===== src/verilog/lbp_settings.svh =====
`ifndef LBP_SETTINGS_SVH
`define LBP_SETTINGS_SVH

// Grayscale sample width.
`define LBP_PIX_W 8

// Default frame size.
`define LBP_COLS 30
`define LBP_ROWS 30

// Window side and neighbors per ring.
`define LBP_WIN 5
`define LBP_NUM_NB 8

// Pixels in the 5x5 patch.
`define LBP_PATCH_GAIN 25

`define LBP_RIU2_NONUNIFORM 9

`endif


===== src/verilog/lbp_pkg.sv =====
`include "lbp_settings.svh"

package lbp_pkg;

  typedef logic [`LBP_PIX_W-1:0] pixel_t;

  // Row by row, top-left pixel at index 0.
  typedef logic [`LBP_WIN*`LBP_WIN*`LBP_PIX_W-1:0] window_t;

  typedef logic [`LBP_NUM_NB-1:0] pattern_t;

  typedef logic [$clog2(`LBP_PATCH_GAIN*(2**`LBP_PIX_W-1)+1)-1:0] patch_sum_t;

  typedef logic [3:0] riu2_t;

  typedef struct packed {
    riu2_t rd;
    riu2_t ni;
  } lbp_code_t;

  // Steps of neighbor k, counter-clockwise from east.
  localparam int NB_DR [`LBP_NUM_NB] = '{0, -1, -1, -1, 0, 1, 1, 1};
  localparam int NB_DC [`LBP_NUM_NB] = '{1, 1, 0, -1, -1, -1, 0, 1};

  // Window index of neighbor k on the given ring.
  function automatic int nb_index(int k, int radius);
    return (`LBP_WIN / 2 + radius * NB_DR[k]) * `LBP_WIN + `LBP_WIN / 2 + radius * NB_DC[k];
  endfunction

endpackage


===== src/verilog/line_window_5x5.sv =====
`timescale 1ns/1ps
`include "lbp_settings.svh"

module line_window_5x5 #(
  parameter int COLS = `LBP_COLS,
  parameter int ROWS = `LBP_ROWS
) (
  input  logic             clk,
  input  logic             rst_n_i,
  input  lbp_pkg::pixel_t  pix_i,
  input  logic             pix_valid_i,
  output lbp_pkg::window_t win_o,
  output logic             win_valid_o
);
  import lbp_pkg::*;

  localparam int LINES = `LBP_WIN - 1;
  localparam int CW = $clog2(COLS);
  localparam int RW = $clog2(ROWS);

  pixel_t        line_mem [LINES][COLS];  // Line 0 is the row just above.
  pixel_t        win_q [`LBP_WIN][`LBP_WIN];
  pixel_t        col_new [`LBP_WIN];
  logic [CW-1:0] col_q;
  logic [RW-1:0] row_q;
  logic          last_col;
  logic          win_valid_q;

  // Incoming column, oldest line on top.
  always_comb begin
    for (int r = 0; r < LINES; r++) begin
      col_new[r] = line_mem[LINES - 1 - r][col_q];
    end
    col_new[LINES] = pix_i;
  end

  always_ff @(posedge clk) begin
    if (pix_valid_i) begin
      line_mem[0][col_q] <= pix_i;
      for (int l = 1; l < LINES; l++) begin
        line_mem[l][col_q] <= line_mem[l - 1][col_q];  // Age lines by one row.
      end
      for (int r = 0; r < `LBP_WIN; r++) begin
        for (int c = 0; c < `LBP_WIN - 1; c++) begin
          win_q[r][c] <= win_q[r][c + 1];
        end
        win_q[r][`LBP_WIN - 1] <= col_new[r];
      end
    end
  end

  assign last_col = (col_q == CW'(COLS - 1));

  always_ff @(posedge clk) begin
    if (!rst_n_i) begin
      col_q       <= '0;
      row_q       <= '0;
      win_valid_q <= 1'b0;
    end else begin
      // Full window only once four lines and four columns are behind.
      win_valid_q <= pix_valid_i && (row_q >= RW'(LINES)) && (col_q >= CW'(LINES));
      if (pix_valid_i) begin
        if (last_col) begin
          col_q <= '0;
          if (row_q == RW'(ROWS - 1)) begin
            row_q <= '0;  // End of frame.
          end else begin
            row_q <= row_q + 1'b1;
          end
        end else begin
          col_q <= col_q + 1'b1;
        end
      end
    end
  end

  always_comb begin
    for (int r = 0; r < `LBP_WIN; r++) begin
      for (int c = 0; c < `LBP_WIN; c++) begin
        win_o[(r * `LBP_WIN + c) * `LBP_PIX_W +: `LBP_PIX_W] = win_q[r][c];
      end
    end
  end

  assign win_valid_o = win_valid_q;

endmodule


===== src/verilog/rd_pattern.sv =====
`timescale 1ns/1ps
`include "lbp_settings.svh"

module rd_pattern (
  input  logic              clk,
  input  logic              rst_n_i,
  input  lbp_pkg::window_t  win_i,
  input  logic              win_valid_i,
  output lbp_pkg::pattern_t pattern_o,
  output logic              pattern_valid_o
);
  import lbp_pkg::*;

  pixel_t   ring1 [`LBP_NUM_NB];
  pixel_t   ring2 [`LBP_NUM_NB];
  pattern_t pattern_d;
  pattern_t pattern_q;
  logic     valid_q;

  for (genvar k = 0; k < `LBP_NUM_NB; k++) begin : g_ring
    assign ring1[k] = win_i[nb_index(k, 1) * `LBP_PIX_W +: `LBP_PIX_W];
    assign ring2[k] = win_i[nb_index(k, 2) * `LBP_PIX_W +: `LBP_PIX_W];
    assign pattern_d[k] = (ring2[k] >= ring1[k]);  // Outer ring against inner.
  end

  always_ff @(posedge clk) begin
    if (win_valid_i) begin
      pattern_q <= pattern_d;
    end
  end

  always_ff @(posedge clk) begin
    if (!rst_n_i) begin
      valid_q <= 1'b0;
    end else begin
      valid_q <= win_valid_i;
    end
  end

  assign pattern_o       = pattern_q;
  assign pattern_valid_o = valid_q;

endmodule


===== src/verilog/ni_pattern.sv =====
`timescale 1ns/1ps
`include "lbp_settings.svh"

module ni_pattern (
  input  logic              clk,
  input  logic              rst_n_i,
  input  lbp_pkg::window_t  win_i,
  input  logic              win_valid_i,
  output lbp_pkg::pattern_t pattern_o,
  output logic              pattern_valid_o
);
  import lbp_pkg::*;

  patch_sum_t row_sum [`LBP_WIN];
  patch_sum_t patch_sum;
  patch_sum_t scaled [`LBP_NUM_NB];
  pixel_t     ring2 [`LBP_NUM_NB];
  pattern_t   pattern_d;
  pattern_t   pattern_q;
  logic       valid_q;

  // Row sums first, then the five rows.
  always_comb begin
    for (int r = 0; r < `LBP_WIN; r++) begin
      row_sum[r] = '0;
      for (int c = 0; c < `LBP_WIN; c++) begin
        row_sum[r] = row_sum[r]
                   + patch_sum_t'(win_i[(r * `LBP_WIN + c) * `LBP_PIX_W +: `LBP_PIX_W]);
      end
    end
  end

  always_comb begin
    patch_sum = '0;
    for (int r = 0; r < `LBP_WIN; r++) begin
      patch_sum = patch_sum + row_sum[r];
    end
  end

  // Gain-scaled sample versus the sum, same as sample versus mean.
  for (genvar k = 0; k < `LBP_NUM_NB; k++) begin : g_nb
    assign ring2[k]     = win_i[nb_index(k, 2) * `LBP_PIX_W +: `LBP_PIX_W];
    assign scaled[k]    = patch_sum_t'(ring2[k]) * patch_sum_t'(`LBP_PATCH_GAIN);
    assign pattern_d[k] = (scaled[k] >= patch_sum);
  end

  always_ff @(posedge clk) begin
    if (win_valid_i) begin
      pattern_q <= pattern_d;
    end
  end

  always_ff @(posedge clk) begin
    if (!rst_n_i) begin
      valid_q <= 1'b0;
    end else begin
      valid_q <= win_valid_i;
    end
  end

  assign pattern_o       = pattern_q;
  assign pattern_valid_o = valid_q;

endmodule


===== src/verilog/riu2_combine.sv =====
`timescale 1ns/1ps
`include "lbp_settings.svh"

module riu2_combine (
  input  logic               clk,
  input  logic               rst_n_i,
  input  lbp_pkg::pattern_t  rd_pattern_i,
  input  lbp_pkg::pattern_t  ni_pattern_i,
  input  logic               pattern_valid_i,
  output lbp_pkg::lbp_code_t code_o,
  output logic               code_valid_o
);
  import lbp_pkg::*;

  lbp_code_t code_d;
  lbp_code_t code_q;
  logic      code_valid_q;

  // Popcount for uniform patterns, else the catch-all code.
  function automatic riu2_t riu2_map(pattern_t p);
    riu2_t      ones;
    logic [3:0] trans;
    ones  = '0;
    trans = '0;
    for (int k = 0; k < `LBP_NUM_NB; k++) begin
      ones  = ones + riu2_t'(p[k]);
      trans = trans + 4'(p[k] ^ p[(k + 1) % `LBP_NUM_NB]);  // Circular neighbor.
    end
    if (trans <= 4'd2) begin
      return ones;
    end
    return riu2_t'(`LBP_RIU2_NONUNIFORM);
  endfunction

  always_comb begin
    code_d.rd = riu2_map(rd_pattern_i);
    code_d.ni = riu2_map(ni_pattern_i);
  end

  always_ff @(posedge clk) begin
    if (pattern_valid_i) begin
      code_q <= code_d;
    end
  end

  always_ff @(posedge clk) begin
    if (!rst_n_i) begin
      code_valid_q <= 1'b0;
    end else begin
      code_valid_q <= pattern_valid_i;
    end
  end

  assign code_o       = code_q;
  assign code_valid_o = code_valid_q;

endmodule


===== src/verilog/lbp_top.sv =====
`timescale 1ns/1ps
`include "lbp_settings.svh"

module lbp_top #(
  parameter int COLS = `LBP_COLS,
  parameter int ROWS = `LBP_ROWS
) (
  input  logic               clk,
  input  logic               rst_n_i,
  input  lbp_pkg::pixel_t    pix_i,
  input  logic               pix_valid_i,
  output lbp_pkg::lbp_code_t code_o,
  output logic               code_valid_o
);
  import lbp_pkg::*;

  window_t  win;
  logic     win_valid;
  pattern_t rd_pat;
  pattern_t ni_pat;
  logic     rd_valid;

  line_window_5x5 #(
    .COLS(COLS),
    .ROWS(ROWS)
  ) u_window (
    .clk        (clk),
    .rst_n_i    (rst_n_i),
    .pix_i      (pix_i),
    .pix_valid_i(pix_valid_i),
    .win_o      (win),
    .win_valid_o(win_valid)
  );

  rd_pattern u_rd (
    .clk            (clk),
    .rst_n_i        (rst_n_i),
    .win_i          (win),
    .win_valid_i    (win_valid),
    .pattern_o      (rd_pat),
    .pattern_valid_o(rd_valid)
  );

  // Same latency as the rd part, so its strobe is not needed.
  ni_pattern u_ni (
    .clk            (clk),
    .rst_n_i        (rst_n_i),
    .win_i          (win),
    .win_valid_i    (win_valid),
    .pattern_o      (ni_pat),
    .pattern_valid_o()
  );

  riu2_combine u_combine (
    .clk            (clk),
    .rst_n_i        (rst_n_i),
    .rd_pattern_i   (rd_pat),
    .ni_pattern_i   (ni_pat),
    .pattern_valid_i(rd_valid),
    .code_o         (code_o),
    .code_valid_o   (code_valid_o)
  );

endmodule


===== config.mk =====
export PLATFORM = sky130hd
export DESIGN_NAME = lbp_top
export DESIGN_NICKNAME = d
export VERILOG_FILES = /design/src/verilog/lbp_pkg.sv /design/src/verilog/line_window_5x5.sv /design/src/verilog/rd_pattern.sv /design/src/verilog/ni_pattern.sv /design/src/verilog/riu2_combine.sv /design/src/verilog/lbp_top.sv
export VERILOG_INCLUDE_DIRS = /design/src /design/src/verilog
export SDC_FILE = /design/constraint.sdc
export NUM_CORES = 2
export LEC_CHECK = 0
export BUFFER_PORTS_ARGS = -buffer_cell sky130_fd_sc_hd__buf_2
export CAP_MARGIN = 10
export CORE_UTILIZATION = 67
export CTS_BUF_LIST = sky130_fd_sc_hd__clkbuf_16
export DETAILED_ROUTE_END_ITERATION = 12
export GPL_TIMING_DRIVEN = 0
export PLACE_DENSITY = 0.8
export SYNTH_ARGS = -nofsm -noshare
export SYNTH_HDL_FRONTEND = slang
export SYNTH_SLANG_ARGS = --single-unit

===== constraint.sdc =====
create_clock -name clk -period 23 [get_ports clk]
set_input_delay 0 -clock clk [delete_from_list [all_inputs] [get_ports clk]]
set_output_delay 0 -clock clk [all_outputs]
set_load 0.02 [all_outputs]

==> flow_metrics.tcl <==
set metrics [dict create \
    setup_tns_ns 0 \
    hold_class "in2reg" \
    cp.required_ns 23.34 \
    synth.area.top_cells "edfxtp_1 61%, ha_1 10%, mux4_2 8.6%, fa_1 6.4%, inv_1 2.5%" \
    layout.nets 4374 \
    yosys_warnings 0 \
    regArea_um2 35800 \
    synth_top_cell_by_area "edfxtp_1" \
    arrival_ns 10.16 \
    worst_slack_ns 13.18 \
    die_w_um 297 \
    clk_latency_ns 0.74 \
    slew_violations 0 \
    drt-wirelength-per-cell_um 33.8 \
    dominantRegCellSynth "edfxtp_1" \
    drtPass1Iterations 7 \
    grt_start_max_net_pins 130 \
    hold_viol_final 0 \
    synthAdderAreaFrac_pct 16.8 \
    io_pins 20 \
    muxShareOfSynthArea_pct 9.20 \
    drtAntennaViolNets 0 \
    synth-xor-area-share_pct 1.83 \
    port_buffers 19 \
    netlist_instances 3495 \
    fill_cells 4617 \
    mappedNetlistArea_um2 58400 \
    fp-row-count 107 \
    min_period_ns 9.82 \
    vias 34400 \
    yosys-top-cells-count "1184 x edfxtp_1, 471 x ha_1, 387 x inv_1" \
    areaGrowthSynthToFinish_pct 11.6 \
    drc 0 \
    dpl.hpwl_mm 104 \
    grt_use_total_pct 38.4 \
    multi_input_area_um2 21000 \
    whs_endpoint "u_window.row_q[2]" \
    synth_compound_gate_area_share_pct 4.78 \
    status "finished with violations" \
    r2r_start "u_window.win_q[0][32]" \
    grt_overflow_total 0 \
    crit_top_cell "fa_1" \
    synth_top_cell_area_share_pct 60.9 \
    syn_area_per_cell_um2 16.7 \
    initial_core_util_pct 68.2 \
    cap_violations 1 \
    yosysSeqAreaShare_pct 61.3 \
    violations "capacitance limit" \
    die_y_um 297 \
    synth-simple-area-share_pct 2.97 \
    fp.coreArea_um2 85700 \
    synthArstFlopShare_pct 0 \
    critPathLaunchType "flop" \
    cpPeakStageDelay_ns 0.58 \
    worstMarginPinSlew_ns 1.49 \
    grt_pass1_vias 36000 \
    h-tree-depth 3 \
    slowest_stage "fa_1" \
    timing.rr.end "u_ni.pattern_o[6]" \
    dr.first_iter.drc_count 4360 \
    clk_pin_slew_worst_paths_ns 0.06 \
    setup_viol 0 \
    cts_buffer_depth 3 \
    crit_fanout 4 \
    cp-end-kind "flop" \
    drive_gt1_share_pct 14.5 \
    vias_per_cell 6.96 \
    clock-sinks 1197 \
    cts_tree "yes" \
    yosysMostFrequentCell "edfxtp_1" \
    cts_root_buf "clkbuf_16" \
    grt_pass1_wl_mm 239 \
    routed_wl_mm 167 \
    pre_cts_ws_ns 13.28 \
    holdWs_ns 0.160 \
    die_area_um2 88300 \
    min_path_cells 3 \
    antenna_found_initial 8 \
    r2r_slack_ns 13.18 \
    clock.fmax_mhz 102 \
    cts_buffers 112 \
    routabilityCongestion 0.920 \
    worst_clock_skew_ns 0.0635 \
    crit_type "reg2reg" \
    synth_edf_count 1184 \
    slew_headroom_pct 0.681 \
    finalCritPeriodShare_pct 42.7 \
    ys_ff_latch 1197 \
    rsz0062_at_grt "false" \
    rr_worst_depth 29 \
    yosysUniqueCellTypes 65 \
    syn_nets 4164 \
    min_from "rst_n_i" \
    synth_top_family_by_area "adder cells" \
]
worst max-delay path: cells and delay by family, from the launching register on:
kind	cells	cell delay (ns)
buf+inv	4	0.24
flops	1	0.52
xor+xnor	2	0.73
simple gates	1	0.21
compound gates	9	1.82
fa+ha+maj	13	5.96
cell families after synthesis:
kind of cell,Yosys count
AO/OA/AOI/OAI,418
AND/OR/NAND/NOR,356
buffers and inverters,474
flip-flops,1197
XOR/XNOR,119
multiplexers,257
adder cells (fa/ha/maj),674
cell type report:
class,instances,area share [%]
tap,1144,2.20
multi-input combinational,1824,32.3
clock buffer,112,4.30
clock inverter,89,1.28
antenna,3,0.0115
buffer,87,0.545
timing repair buffer,96,2.22
sequential,1197,54.9
inverter,387,2.23
worst max-delay path by stage:
stage / start / endpoint / slack [ns] / cells past startpoint
after floorplan: u_window.win_q[4][32] / u_ni.pattern_o[6] / 14.46 / 29
after global placement: u_window.win_q[4][32] / u_ni.pattern_o[6] / 12.47 / 29
after detailed placement: u_window.win_q[0][32] / u_ni.pattern_o[6] / 13.28 / 29
after CTS: u_window.win_q[0][32] / u_ni.pattern_o[6] / 13.23 / 29
after global routing: u_window.win_q[0][32] / u_ni.pattern_o[3] / 12.85 / 31
final: u_window.win_q[0][32] / u_ni.pattern_o[6] / 13.18 / 29
flip-flops by register name, summed over array words and instances (netlist names), 5 cells and up:
signal             cells
u_window.row_q         5
u_ni.pattern_o         8
u_rd.pattern_o         8
u_window.line_mem    960
u_window.col_q         5
u_window.win_q       200
u_combine.code_o       8
per-stage QoR:
stage	instance area [um2]	utilization [%]	std cells
finish	65200	76.1	4939
global route	65200	76.1	4936
detailed placement	61200	71.4	4709
global placement	59900	69.9	4658
CTS	65000	75.8	4920
floorplan	58400	-	3495
cell usage in the layout, fill, tap and decap left out, types with 29 or more instances in the layout:
| cell | n |
|---|---|
| a21o_1 | 45 |
| mux4_2 | 224 |
| xnor2_1 | 72 |
| o21ai_0 | 53 |
| ha_1 | 471 |
| clkbuf_1 | 50 |
| buf_8 | 32 |
| nand4_1 | 42 |
| nor2_1 | 100 |
| fa_1 | 187 |
| buf_2 | 41 |
| inv_1 | 411 |
| a21oi_1 | 119 |
| nand3_1 | 33 |
| xor2_1 | 38 |
| a22oi_1 | 97 |
| clkbuf_16 | 112 |
| mux2i_1 | 33 |
| nand2_1 | 48 |
| edfxtp_1 | 1184 |
| nor2_4 | 29 |
routing by layer:
metal	track usage, %	vias up	wire, um
li1	-	13800	-
met1	43.7	17000	52400
met2	64.1	2856	81400
met3	9.36	820	18600
met4	27.4	2	14400
met5	0	-	14
what timing repair did:
item,4_1_cts,5_1_grt
hold buffers,10,0
gates resized for setup,0,0
hold endpoints to repair,334,0
setup buffers,0,0
Power is left out: the tool's default activity adds up to more than one toggle a clock period on the data nets, which glitch-free logic cannot reach.
